File: src/mfPkg.sv
// Shared widths, payload types and the APB register map of the matched filter.
// RTL and testbench refer to every item here by its scoped name.
package mfPkg;

	// Width of one real or imaginary sample part.
	localparam int dataWidth = 16;

	// Width of the filter accumulator and of the filter outputs.
	localparam int accWidth = 40;

	// APB bus widths. One APB data word carries exactly one memory word.
	localparam int apbAddrWidth = 12;
	localparam int apbDataWidth = 2 * dataWidth;

	// Signed real sample.
	typedef logic signed [dataWidth-1:0] sampleT;

	// Complex coefficient with the real part in the upper half.
	typedef struct packed {
		sampleT re;
		sampleT im;
	} coeffT;

	// Raw memory word, the same size as a coefficient.
	typedef logic [2*dataWidth-1:0] memWordT;

	// Register word addresses.
	localparam logic [apbAddrWidth-1:0] regCtrl = 12'h000;
	localparam logic [apbAddrWidth-1:0] regStatus = 12'h001;
	localparam logic [apbAddrWidth-1:0] regLength = 12'h002;

	// Memory word i sits at memBase plus i.
	localparam logic [apbAddrWidth-1:0] memBase = 12'h100;

endpackage

File: src/apbRegs.sv
// APB slave with the control, status and length registers of the matched filter.
// Writes inside the memory window go straight to the sample memory while idle.
// Every access completes in its access phase; pslverr flags dropped accesses.
`timescale 1ns/1ps

module apbRegs #(
	parameter int taps = 8,
	parameter int memDepth = 64,
	parameter int addrWidth = 6
) (
	input logic clock,
	input logic rst,
	input logic psel,
	input logic penable,
	input logic pwrite,
	input logic [mfPkg::apbAddrWidth-1:0] paddr,
	input logic [mfPkg::apbDataWidth-1:0] pwdata,
	output logic [mfPkg::apbDataWidth-1:0] prdata,
	output logic pready,
	output logic pslverr,
	output logic memWe,
	output logic [addrWidth-1:0] memWaddr,
	output mfPkg::memWordT memWdata,
	output logic start,
	output logic [addrWidth-1:0] length,
	input logic outValid
);

	logic access, wrAccess, rdAccess;
	logic isCtrl, isStatus, isLength, inWindow, mapped;
	logic lengthOk, wrErr, rdErr, startWr;
	logic busy, done;
	logic [addrWidth-1:0] outCount;

	assign access = psel && penable;
	assign wrAccess = access && pwrite;
	assign rdAccess = access && !pwrite;
	assign isCtrl = (paddr == mfPkg::regCtrl);
	assign isStatus = (paddr == mfPkg::regStatus);
	assign isLength = (paddr == mfPkg::regLength);
	assign inWindow = (paddr >= mfPkg::memBase) && (paddr < mfPkg::memBase + memDepth);
	assign mapped = isCtrl || isStatus || isLength || inWindow;
	assign lengthOk = (pwdata != '0) && (pwdata <= memDepth - taps);
	// Memory and length are frozen during a run. The window cannot be read back.
	assign wrErr = !mapped || (inWindow && busy) || (isLength && (busy || !lengthOk));
	assign rdErr = !mapped || inWindow;
	assign pslverr = access && (pwrite ? wrErr : rdErr);
	assign pready = 1'b1;
	assign startWr = wrAccess && isCtrl && pwdata[0];

	always_comb begin
		prdata = '0;
		if (rdAccess && isStatus) begin
			prdata[1:0] = {done, busy};
		end else if (rdAccess && isLength) begin
			prdata[addrWidth-1:0] = length;
		end
	end

	assign memWe = wrAccess && inWindow && !busy;
	assign memWaddr = addrWidth'(paddr - mfPkg::memBase);
	assign memWdata = mfPkg::memWordT'(pwdata);

	// Start clears done and the output count; the last expected output ends the run.
	always_ff @(posedge clock) begin
		if (rst) begin
			start <= 1'b0;
			busy <= 1'b0;
			done <= 1'b0;
			length <= addrWidth'(1);
			outCount <= '0;
		end else begin
			start <= startWr;
			if (wrAccess && isLength && !wrErr) begin
				length <= addrWidth'(pwdata);
			end
			if (startWr) begin
				busy <= 1'b1;
				done <= 1'b0;
				outCount <= '0;
			end else if (busy && outValid) begin
				outCount <= outCount + 1'b1;
				if (outCount + 1'b1 == length) begin
					busy <= 1'b0;
					done <= 1'b1;
				end
			end
		end
	end

endmodule

File: config.mk
export PLATFORM = sky130hd
export DESIGN_NAME = apbRegs
export DESIGN_NICKNAME = d
export VERILOG_FILES = /design/src/mfPkg.sv /design/src/apbRegs.sv
export SDC_FILE = /design/constraint.sdc
export NUM_CORES = 1
export LEC_CHECK = 0
export BUFFER_PORTS_ARGS = -buffer_cell sky130_fd_sc_hd__buf_2
export CAP_MARGIN = 25
export CORE_ASPECT_RATIO = 0.75
export CORE_MARGIN = 8
export CORE_UTILIZATION = 40
export DETAILED_ROUTE_END_ITERATION = 6
export PLACE_DENSITY = 0.81
export SLEW_MARGIN = 20
export SYNTH_ARGS = -nofsm -noshare
export SYNTH_HDL_FRONTEND = slang
export SYNTH_SLANG_ARGS = --single-unit
File: constraint.sdc
create_clock -name clock -period 5.28 [get_ports clock]
set_clock_uncertainty 0.05 [all_clocks]
set_input_delay 0.264 -clock clock [delete_from_list [all_inputs] [get_ports clock]]
set_output_delay 0.264 -clock clock [all_outputs]
set_load 0.05 [all_outputs]
# == Word level (Yosys, flattened, before mapping) ==
# Index checks and enable logic that the tools add are counted.
# totals
wordCells,56
memories,0
latch_bits,0
input_bits,50
mem_bits_rw,0
out_inout_bits,80
rom_bits,0
regBits,15
# classes
div_mod_pow,0
add_sub_neg,2
n_lt_le_gt_ge,3
reduce_logical,36
eq_ne,3
mux,7
n_shift,0
n_mul,0
bitwise_logic,0
# ops
operator,n
$le 32x6->1 const B,1
$reduce_bool 32->1,1
$logic_and 1x1->1,17
$eq 12x1->1 const B,1
$eq 12x2->1 const B,1
$ge 12x9->1 const B,1
$logic_not 12->1,1
$lt 12x9->1 const B,1
$logic_or 1x1->1,7
$add 6x1->6 const B,1
$eq 6x6->1,1
$mux 6,1
$sub 6x1->6 const B,1
$logic_not 1->1,5
$mux 1,4
$mux 4,1
$reduce_and 2->1,2
$reduce_bool 2->1,2
$mux 2,1
$reduce_or 2->1,1

# == Longest topological paths before layout ==
# Gate-level depths: netlist (run 1).
# depth
ltp_word,9
ltp_mapped,5
depth_no_buf,5

# == Least setup slack after synthesis (run 1) ==
# No wires, ideal clock.
# synth_timing
path_kind,input to output
from,input paddr[2] (netlist name)
to,output prdata[0] (netlist name)
slack_ns,2.862
path_stages,4
t_required_ns,4.966
t_arrival_ns,2.104
path_buffers,0
path_cell_list,or4_1 or2_4 or3_1 nor2_1
# synth_between
elab_chain_cells,4
elab_cells_between_ends,6
classes_between,eq/ne: 2; mux: 2; reduce/logical: 2
# synth_rtl
element,line,rtl
"start, declared",apbRegs.sv:16,"input logic [mfPkg::apbAddrWidth-1:0] paddr,"
$eq 12x2->1,apbRegs.sv:40,assign isLength = (paddr == mfPkg::regLength);
$logic_and 1x1->1,apbRegs.sv:55,end else if (rdAccess && isLength) begin
$mux 6,apbRegs.sv:55,
$mux 2 (*),apbRegs.sv:53,if (rdAccess && isStatus) begin
"end, declared",apbRegs.sv:18,"output logic [mfPkg::apbDataWidth-1:0] prdata,"
# Mark *: on every way between the ends. The rest lies on a longest branch, timed or not.

# == Worst setup path after layout (run 1) ==
# layout_timing
from,input paddr[2] (netlist name)
to,output prdata[2] (netlist name)
# layout_between
elab_chain_cells,4
elab_cells_between_ends,6
classes_between,eq/ne: 2; mux: 2; reduce/logical: 2
# layout_rtl
element,line
$eq 12x2->1,apbRegs.sv:40
$logic_and 1x1->1,apbRegs.sv:55
$mux 6,apbRegs.sv:55
$mux 4 (*),apbRegs.sv:53
# Marks and branches as above.

==> metrics.md, run 1 <==
| Metric | Value |
|---|---|
| RSZ-0062 raised after global routing | no |
| DP HPWL | 3.90 mm |
| Initial core utilization | 0.404 |
| First-pass GRT wire length | slightly below 7 mm |
| # resized after CTS | 0 |
| Ranking of synthesized cells by area | buf_4 (31%), dfxtp_1 (19%), nand2_1 (4.5%) |
| Critical path buffers and inverters | 2 |
| TNS Setup | 0 ns |
| Max Slew Vio Count | 0 |
| Clock tree buffer depth | 2 |
| Reg2Reg Setup Slack | 3.42 ns |
| Syn Inst Count | 196 |
| Vias in the first global route | 1423 |
| Clk Latency, worst-skew pair | 0.25 ns |
| TritonCTS clock tree | yes |
| Crit path top cell by count | buf_2 |
| Max cap viols | 0 |
| CP Cell Sequence | buf_2 -> or4_1 -> or2_4 -> nor4b_2 -> and2_1 -> buf_2 |
| Setup repair bufs after CTS | 0 |
| Yosys warnings | 0 |
| DRC violations left | 0 |
| Slowest cell on the critical path | or4_1 |
| Hold/Removal Path Class | primary input to flop |
| CP max stage delay | 0.55 ns |
| Busiest layer in global routing | met2 |
| Met2 Usage GRT | 0.223 |
| Hold Path Origin | rst |
| Relative slew slack | 0.626 |
| Crit path launch type | primary input |
| CP max FO | 4 |
| Met3 GRT Util | 0.0289 |
| Most used DFF post-synth | dfxtp_1 |
| Arr. time, crit path | about 2.2 ns |
| Synth area leader | buf_4 |
| R2r endpoint | length[3] |
| Hold Vio Cnt, Final | 0 |
| Post-synth top area share | 0.307 |
| Most common cell in the netlist | buf_4 |
| Fmax | 397 MHz |
| Routed wire length | 4.43 mm |
| Top Ports | 130 |
| CTS Root Cell | clkbuf_8 |
| Post-route minimum period | 2.52 ns |
| Placer Congestion | around 0.84 |
| Synthesis-to-finish area growth | 13.3% |
| M1 GR Usage | 0.174 |
| WP data required | approximately 5.0 ns |
| CP top delay family | simple AND/OR/NAND/NOR gates |
| Hold path cells | 2 |
| Commonest cells post-synth | buf_4 (65), nand2_1 (19), dfxtp_1 (15), nor2_1 (12), nor3_1 (9) |
| Initial antenna violation count | 0 |
| WHS Endpoint | start |
| Nature of the critical path endpoint | output pin |
| Die Width | 88.8 microns |
| IO Port Bufs | 102 |
| DRT Pass-1 Iters | 4 |
| Async SR Flop Fraction | 0 |
| Setup CP Type | primary input to output pin |
| Final Cycle Share | 0.477 |
| Design Area, Final | between 1500 and 2000 sq um |
| Grt ovf | 0 |
| Fillers | a little over 400 |
| Placement Cell Area | 1750 sq um |
| Average wire per standard cell | 14.1 microns |
| Worst vdd ir | 0.000141 V |
| DR vias | 1405 |
| R2r worst-path depth | 4 |
| Nets | between 300 and 400 |
| Die Y | 70.6 microns |
| Synth Area per Inst | between 8 and 9 sq um |
| GR Util All Layers | 0.137 |
| TritonCTS buffer count | 3 |
| DR vias/cell | 4.47 |
| Mapped cell area | 1590 sq um |
| Actual slew at the worst max-slew pin | 0.557 ns |
| Status | complete, no violations |
| Final setup vio count | 0 |
| H-tree depth | 1 |
| Post-synth EDFFs | 0 |
| Core Area | 3930 sq um |
| Reg-to-reg critical path startpoint | busy |
| CTS Hold Bufs | 0 |
| Clock-pin slew on the worst setup and hold paths | 0.06 ns |
| Initial DRC count | 75 |
| Number of diodes | 0 |
| Core Rows | 20 |
| Synth cell types | 41 |
| Layout cell share with drive strength beyond 1 | 0.444 |
| Seq cells post-synth | 15 |
| Register area share after synthesis | 0.189 |
| Pwr Density | roughly 200 nW/um^2 |
| Lkg Pwr | between 0.8 and 0.9 nW |
| Largest net degree at the start of global routing | 14 |
| ANT nets after route | 0 |
| Die ar. | 6260 sq um |
| Clk sinks | 15 |
==> area by class of cell <==
type | instances | area, sq um | area share
clock buffers | 4 | 45.0 | 0.0250
inverters | 2 | 7.51 | 0.00417
multi-input cells | 136 | 867 | 0.482
flip-flops and latches | 15 | 300 | 0.167
well taps | 55 | 68.8 | 0.0382
repair buffers | 102 | 510 | 0.284
==> layer usage <==
metal | routed length (microns) | part of all wire
met1 | 1980 | 0.45
met2 | 2070 | 0.47
met3 | 334 | 0.075
met4 | 40 | 0.0090
met5 | 0 | 0
==> cell usage in the layout, fill, tap and decap left out, drive strengths merged <==
master	instances
nor4b	3
nand3	6
nand2b	2
inv	2
dfxtp	15
xnor2	8
nor2b	2
a21oi	1
nor4	8
o21a	1
o32ai	1
and3	1
and2	6
mux2i	7
nor4bb	1
clkbuf	4
o211ai	2
xor2	3
nor2	12
buf	102
a21o	1
a311o	1
a22oi	2
nand4	3
or4	1
ha	1
o31ai	1
nand2	19
or3	2
conb	27
a311oi	2
o22ai	1
or2	1
a211oi	1
nor3	9
==> worst max-delay path by stage <==
stage               startpoint  depth (start not counted)         to  slack, ns
floorplan             paddr[2]                          4  prdata[0]       2.86
global placement      paddr[2]                          6  prdata[2]       2.83
detailed placement    paddr[2]                          6  prdata[2]       2.80
CTS                   paddr[2]                          6  prdata[2]       2.80
global route          paddr[2]                          6  prdata[2]       2.66
finish                paddr[2]                          6  prdata[2]       2.76
==> per-stage QoR <==
step	power, W	std cells	hold WS (ns)	worst slack [ns]	util
finish	0.000359	314	0.199	2.76	0.458
global route	0.000375	314	0.194	2.66	0.458
CTS	0.000362	314	0.193	2.80	0.458
detailed placement	0.000270	310	0.443	2.80	0.446
global placement	0.000269	310	0.418	2.83	0.446
floorplan	0.000264	221	0.292	2.86	-
==> flip-flops by register name, indices dropped and copies added (netlist names) <==
register and cells:
done 1, length 6, outCount 6, start 1
busy 1
==> where the power goes <==
| part | internal (W) | switching, W |
|---|---|---|
| sequential | 0.000113 | 0.00000000107 |
| clock | 0.0000534 | 0.0000383 |
| combinational | 0.0000294 | 0.000125 |
==> cells by family (layout without fill, tap and decap cells) <==
| kind of cell | count (synthesis) | count (layout) | synth area share |
|---|---|---|---|
| AOI/OAI and AO/OA | 14 | 14 | 0.0764 |
| xor gates and xnor gates | 11 | 11 | 0.0607 |
| adders and majority gates | 1 | 1 | 0.00788 |
| buffers and inverters | 70 | 108 | 0.324 |
| DFF | 15 | 15 | 0.189 |
| muxes | 7 | 7 | 0.0441 |
| other | 2 | 27 | 0.00473 |
| and+or+nand+nor | 76 | 76 | 0.293 |
Note: power is estimated with default switching activity, not from simulation.
==> inputs of run 2 (changes only) <==
--- a/config.mk
+++ b/config.mk
@@ -5,13 +5,14 @@
 export SDC_FILE = /design/constraint.sdc
 export NUM_CORES = 1
 export LEC_CHECK = 0
+export ABC_AREA = 1
 export BUFFER_PORTS_ARGS = -buffer_cell sky130_fd_sc_hd__buf_2
 export CAP_MARGIN = 25
 export CORE_ASPECT_RATIO = 0.75
 export CORE_MARGIN = 8
-export CORE_UTILIZATION = 40
+export CORE_UTILIZATION = 37
 export DETAILED_ROUTE_END_ITERATION = 6
-export PLACE_DENSITY = 0.81
+export PLACE_DENSITY = 0.77
 export SLEW_MARGIN = 20
 export SYNTH_ARGS = -nofsm -noshare
 export SYNTH_HDL_FRONTEND = slang
==> constraint.sdc (replaced) <==
create_clock -name clock -period 2.2 [get_ports clock]
set_clock_uncertainty 0.05 [all_clocks]
set_input_delay 0.11 -clock clock [delete_from_list [all_inputs] [get_ports clock]]
set_output_delay 0.11 -clock clock [all_outputs]
set_load 0.05 [all_outputs]
==> run 2 against run 1 <==
  * Clock power is 150% higher
  * Synthesized cell count increased by 38%
  * Hold slack lost 0.18 ns
  * Sequential cell count stayed put
  * Sequential share of layout area decreased by 1.6 points
  * Die area rose by 15%
  * First-iteration DRC count down 2.7%
  * Critical path depth grew 5
  * Final cell count increased by 25%
  * Global-route usage fell by 0.77 points
  * Register-to-register slack got worse by 2.8 ns
  * Largest cell class unchanged
==> metrics.md, run 2 <==
| Metric | Value |
|---|---|
| Status | complete, no violations |
| Synth area leader | buf_4 |
| DRC violations left | 0 (unchanged) |
| Max cap viols | 0 (unchanged) |
| Hold/Removal Path Class | primary input to flop |
| Commonest cells post-synth | buf_4 (65), nand2_1 (45), inv_1 (38), nor2_1 (29), dfxtp_1 (15) |
| # resized after CTS | 0 (unchanged) |
| H-tree depth | 1 (unchanged) |
| Routed wire length | 4.73 mm (+6.8%) |
| Grt ovf | 0 (unchanged) |
| CTS Root Cell | clkbuf_8 |
| DR vias | 1649 (+17%) |
| Hold Path Origin | rst |
| Synthesis-to-finish area growth | 13.7% |
| Setup repair bufs after CTS | 0 (unchanged) |
| Initial core utilization | 0.388 (-0.0160) |
| Most used DFF post-synth | dfxtp_1 |
| Setup CP Type | flop to output pin |
| IO Port Bufs | 102 (unchanged) |
| Die Y | 75.6 microns (+7.2%) |
| CP max FO | 8 (+4) |
| Final core utilization | 0.441 (-0.0167) |
| Top Ports | 130 (unchanged) |
| Ranking of synthesized cells by area | buf_4 (28%), dfxtp_1 (17%), nand2_1 (9.6%) |
| Async SR Flop Fraction | 0 (unchanged) |
| Final std cells w/o fill | 394 (+25%) |
| Multi-input combinational cell area | 895 sq um (+3.2%) |
| Max Slew Vio Count | 0 (unchanged) |
| Crit path top cell by count | nand2_1 |
| Clk sinks | 15 (unchanged) |
| Fmax | 556 MHz |
| Number of diodes | 0 (unchanged) |
| Average wire per standard cell | 12.0 microns (-15%) |
| DR vias/cell | 4.19 (-6.5%) |
| TNS Setup | 0 ns (unchanged) |
| Core Area | 4520 sq um (+15%) |
| Commonest non-fill, non-tap cell in the layout | buf_2 |
| Crit path depth | 11 (+5) |
| R2r endpoint | busy |
| Placer Congestion | 0.781 (-6.6%) |
| CP top delay family | simple AND/OR/NAND/NOR gates |
| Most common cell in the netlist | buf_4 |
| Post-synth top area share | 0.278 (-0.0292) |
| Biggest regs | length x6, outCount x6 |
| Nature of the critical path endpoint | output pin |
| Clock tree buffer depth | 2 (unchanged) |
| Mapped cell area | 1750 sq um (+10%) |
| Reg2Reg Setup Slack | 0.58 ns (-2.84 ns) |
| RSZ-0062 raised after global routing | no |
| Die ar. | 7220 sq um (+15%) |
| Nets | 389 (+25%) |
| Reg-to-reg critical path startpoint | outCount[0] |
| Synth Area per Inst | 6.47 sq um (-20%) |
| Slowest cell on the critical path | dfxtp_1 |
| TritonCTS clock tree | yes |
| WP data required | 2.04 ns (-2.93 ns) |
| Register area share after synthesis | 0.171 (-0.0179) |
| Post-route minimum period | between 1.5 and 2 ns |
| Syn Inst Count | 271 (+38%) |
| Fillers | 499 (+23%) |
| Layout cell share with drive strength beyond 1 | 0.401 (-0.0434) |
| CP max stage delay | 0.35 ns (-0.20 ns) |
| Seq cells post-synth | 15 (unchanged) |
| DP Cell Count | 390 (+26%) |
| Final setup vio count | 0 (unchanged) |
| ANT nets after route | 0 (unchanged) |
| Critical path buffers and inverters | 2 (unchanged) |
| Core Rows | 21 (+5.0%) |
| R2r worst-path depth | 10 (+6) |
| Crit. Startpoint | busy |
| Most frequent cells in the layout | buf_2 (102), nand2_1 (45), inv_1 (38), nor2_1 (29), conb_1 (27) |
| Die Width | 95.5 microns (+7.6%) |
| GR Util All Layers | 0.129 (-0.00773) |
| Reg area | 300 sq um (unchanged) |
| Clk Latency, worst-skew pair | 0.25 ns (about the same) |
| First-pass GRT wire length | 7.40 mm (+7.4%) |
| DRT Pass-1 Iters | 4 (unchanged) |
| Initial antenna violation count | 0 (unchanged) |
| TritonCTS buffer count | 3 (unchanged) |
| Initial DRC count | 73 (-2.7%) |
| Design Area, Final | 1990 sq um (+11%) |
| Placement Cell Area | 1950 sq um (+11%) |
| Pwr Density | 441 nW/um^2 (+120%) |
| DP HPWL | 4.19 mm (+7.7%) |
| Clock-pin slew on the worst setup and hold paths | 0.06 ns (about the same) |
| Setup WS post-layout | 0.400 ns (-2.36 ns) |
| Worst Setup EP | pslverr |
| Yosys warnings | 0 (unchanged) |
| CP Cell Sequence | inv_2 -> nand2_2 -> nor2_1 -> nand2_1 -> nor2_2 -> nand3_2 -> nand2_4 -> nand2_1 -> nand2_1 -> nand2_1 -> buf_2 |
| CTS Hold Bufs | 0 (unchanged) |
| Vias in the first global route | 1592 (+12%) |
| Post-synth EDFFs | 0 (unchanged) |
| Hold Vio Cnt, Final | 0 (unchanged) |
| Largest net degree at the start of global routing | 11 (-3) |
| Final Cycle Share | 0.818 |
| Synth cell types | 30 (-27%) |
| Arr. time, crit path | 1.64 ns (-0.56 ns) |
| Worst vdd ir | 0.000214 V (+52%) |
| Lkg Pwr | 1.11 nW (+33%) |
| Crit path launch type | flop |
| Dpl ws | 0.581 ns (-2.22 ns) |
==> run 2: power breakdown <==
part            switching, W  internal [W]
Sequential     0.00000000151      0.000272
Clock              0.0000994      0.000128
Combinational       0.000307     0.0000719
==> run 2: layout make-up <==
type / count / share of cell area
Clock buffer: 4 / 0.0226
Inverter: 46 / 0.0866
Multi-Input combinational cell: 170 / 0.449
Sequential cell: 15 / 0.151
Tap cell: 57 / 0.0358
Timing Repair Buffer: 102 / 0.256
==> run 2: logic make-up after synthesis <==
family | after synthesis | synth area share
xor+xnor | 8 | 0.0478
other cells | 2 | 0.00428
flops | 15 | 0.171
fa+ha+maj | 1 | 0.00713
buf+inv | 111 | 0.377
simple gates | 124 | 0.351
compound gates | 10 | 0.0421
==> run 2: routing by layer <==
metal / track usage / wire, microns
met5: 0 / 0
met2: 0.219 / 2270
met4: 0.0357 / 55
met1: 0.158 / 2120
met3: 0.0335 / 285
==> run 2: through the flow <==
| step | total power, W | hold slack, ns |
|---|---|---|
| finish | 0.000879 | 0.0166 |
| global route | 0.000924 | 0.0104 |
| CTS | 0.000886 | 0.00940 |
| detailed placement | 0.000657 | 0.278 |
| global placement | 0.000655 | 0.273 |
| floorplan | 0.000646 | 0.139 |
==> run 2: worst min-delay path by stage <==
stage          slack (ns)  cells past startpoint    end
2_1_floorplan        0.14                      1  start
3_5_place_dp         0.28                      2  start
5_1_grt              0.01                      2  start
6_report             0.02                      2  start
4_1_cts             0.009                      2  start
3_3_place_gp         0.27                      2  start
==> inputs of run 3 (changes only) <==
--- a/config.mk
+++ b/config.mk
@@ -5,12 +5,12 @@
 export SDC_FILE = /design/constraint.sdc
 export NUM_CORES = 1
 export LEC_CHECK = 0
-export ABC_AREA = 1
+export ABC_AREA = 0
 export BUFFER_PORTS_ARGS = -buffer_cell sky130_fd_sc_hd__buf_2
 export CAP_MARGIN = 25
 export CORE_ASPECT_RATIO = 0.75
 export CORE_MARGIN = 8
-export CORE_UTILIZATION = 37
+export CORE_UTILIZATION = 36
 export DETAILED_ROUTE_END_ITERATION = 6
 export PLACE_DENSITY = 0.77
 export SLEW_MARGIN = 20
==> constraint.sdc (replaced) <==
create_clock -name clock -period 1.6 [get_ports clock]
set_clock_uncertainty 0.05 [all_clocks]
set_input_delay 0.08 -clock clock [delete_from_list [all_inputs] [get_ports clock]]
set_output_delay 0.08 -clock clock [all_outputs]
set_load 0.05 [all_outputs]
==> run 3 against run 2 <==
  * The run now ends with setup timing left
  * Hold slack improved by 0.012 ns
  * Die area decreased by 5.7%
  * Routed wire length increased by 1.7%
  * Power increased by 39%
  * Critical path type is now primary input to output pin
==> metrics.md, run 3 (synthesized netlist as in run 1, its figures left out) <==
| Metric | Value |
|---|---|
| Largest net degree at the start of global routing | 14 (+3) |
| Routed wire length | 4.81 mm (+1.7%) |
| CP max FO | 4 (-4) |
| Die Y | 73.5 microns (-2.8%) |
| IO Port Bufs | 102 (unchanged) |
| First-pass GRT wire length | 7.31 mm (-1.2%) |
| Hold Path Origin | rst |
| Top Ports | 130 (unchanged) |
| DP HPWL | 4.14 mm (-1.4%) |
| Status | finished with violations |
| GR Util All Layers | 0.131 (+0.00163) |
| H-tree depth | 1 (unchanged) |
| WHS Endpoint | start |
| Commonest non-fill, non-tap cell in the layout | buf_2 |
| Setup CP Type | primary input to output pin |
| Layout cell share with drive strength beyond 1 | 0.553 (+0.153) |
| RSZ-0062 raised after global routing | yes |
| Final Cycle Share | 1.15 |
| Biggest regs | length x6, outCount x6 |
| Hold/Removal Path Class | primary input to flop |
| Max cap viols | 0 (unchanged) |
| R2r endpoint | done |
| DRT Pass-1 Iters | 4 (unchanged) |
| DR vias/cell | 4.46 (+6.5%) |
| Crit path launch type | primary input |
| Arr. time, crit path | 1.71 ns (+0.07 ns) |
| Clock-pin slew on the worst setup and hold paths | 0.06 ns (about the same) |
| Pwr Density | 573 nW/um^2 (+30%) |
| ANT nets after route | 0 (unchanged) |
| Final setup vio count | 7 (+7) |
| Fmax | 545 MHz |
| Lkg Pwr | 0.984 nW (-11%) |
| Most frequent cells in the layout | buf_2 (93), conb_1 (27), buf_4 (23), nand2_1 (19), dfxtp_1 (11) |
| Hold Vio Cnt, Final | 0 (unchanged) |
| Clock tree buffer depth | 2 (unchanged) |
| Hold path cells | 2 (unchanged) |
| Grt ovf | 0 (unchanged) |
| Design Area, Final | 2140 sq um (+7.1%) |
| Placement Cell Area | 1960 sq um (+0.45%) |
| Initial antenna violation count | 0 (unchanged) |
| Setup WS post-layout | -0.236 ns (-0.636 ns) |
| DR vias | 1511 (-8.4%) |
| Die Width | 92.7 microns (-3.0%) |
| Final core utilization | 0.490 (+0.0484) |
| Vias in the first global route | 1545 (-3.0%) |
| Clk Latency, worst-skew pair | 0.25 ns (about the same) |
| Core Area | 4360 sq um (-3.5%) |
| Nets | 334 (-14%) |
| Nature of the critical path endpoint | output pin |
| TritonCTS clock tree | yes |
| TNS Setup | -1.34 ns (-1.34 ns) |
| DRC violations left | 0 (unchanged) |
| Dpl ws | -0.362 ns (-0.943 ns) |
| Placer Congestion | 0.855 (+9.4%) |
| Initial core utilization | 0.364 (-0.0241) |
| Initial DRC count | 56 (-23%) |
| Clk sinks | 15 (unchanged) |
| Core Rows | 21 (unchanged) |
| Max Slew Vio Count | 0 (unchanged) |
| Number of diodes | 0 (unchanged) |
| Failing checks | setup timing |
| R2r worst-path depth | 6 (-4) |
| Average wire per standard cell | 14.2 microns (+18%) |
| Synthesis-to-finish area growth | 34.5% |
| WP data required | 1.47 ns (-0.57 ns) |
| CTS Root Cell | clkbuf_8 |
| Reg2Reg Setup Slack | 0.05 ns (-0.53 ns) |
| TritonCTS buffer count | 3 (unchanged) |
| Die ar. | 6810 sq um (-5.7%) |
| Worst vdd ir | 0.000381 V (+78%) |
| Post-route minimum period | 1.84 ns |
| Reg-to-reg critical path startpoint | outCount[0] |
-- run 3: final cells by class --
| class | count | area [sq um] |
|---|---|---|
| clock buffer | 4 | 45.0 |
| inverter | 2 | 7.51 |
| fill | 454 | 2230 |
| multi-input combinational | 136 | 950 |
| tap | 57 | 71.3 |
| timing repair buffer | 125 | 754 |
| sequential | 15 | 308 |
-- run 3: repair_timing --
item	CTS	global route
setup endpoints to repair	8	15
gates resized for setup	25	3
pin swaps	9	6
hold buffers	0	0
buffers inserted	3	0
-- run 3: routing by layer --
layer / GRT usage / vias up / wire length [microns]
li1: - / 759 / -
met2: 0.236 / 62 / 2390
met1: 0.152 / 688 / 1970
met4: 0.0160 / 0 / 19
met5: 0 / - / 0
met3: 0.0398 / 2 / 425
-- run 3: worst max path at each step --
stage | from | end | slack (ns)
floorplan | paddr[2] | prdata[0] | -0.25
global placement | paddr[2] | prdata[4] | -0.35
detailed placement | paddr[2] | prdata[3] | -0.36
CTS | paddr[8] | prdata[3] | -0.25
global route | paddr[8] | prdata[3] | -0.27
finish | paddr[8] | prdata[3] | -0.24
-- run 3: critical path, stage by stage --
cell	delay, ns
buf_6	0.09
or4_4	0.54
or2_4	0.27
nor4b_4	0.25
buf_4	0.18
and2_4	0.15
buf_8	0.14
-- run 3: per-stage QoR --
step | hold WS (ns) | total power [W] | instances
after detailed placement | 0.289 | 0.000915 | 332
final | 0.0286 | 0.00122 | 339
after CTS | 0.0275 | 0.00123 | 339
after floorplan | 0.108 | 0.000873 | 221
after global routing | 0.0415 | 0.00127 | 339
after global placement | 0.278 | 0.000911 | 332
-- run 3: power breakdown --
| part | internal (W) | total, W | switching [W] |
|---|---|---|---|
| combinational | 0.000121 | 0.000543 | 0.000422 |
| sequential | 0.000372 | 0.000372 | 0.00000000265 |
| clock | 0.000176 | 0.000309 | 0.000133 |
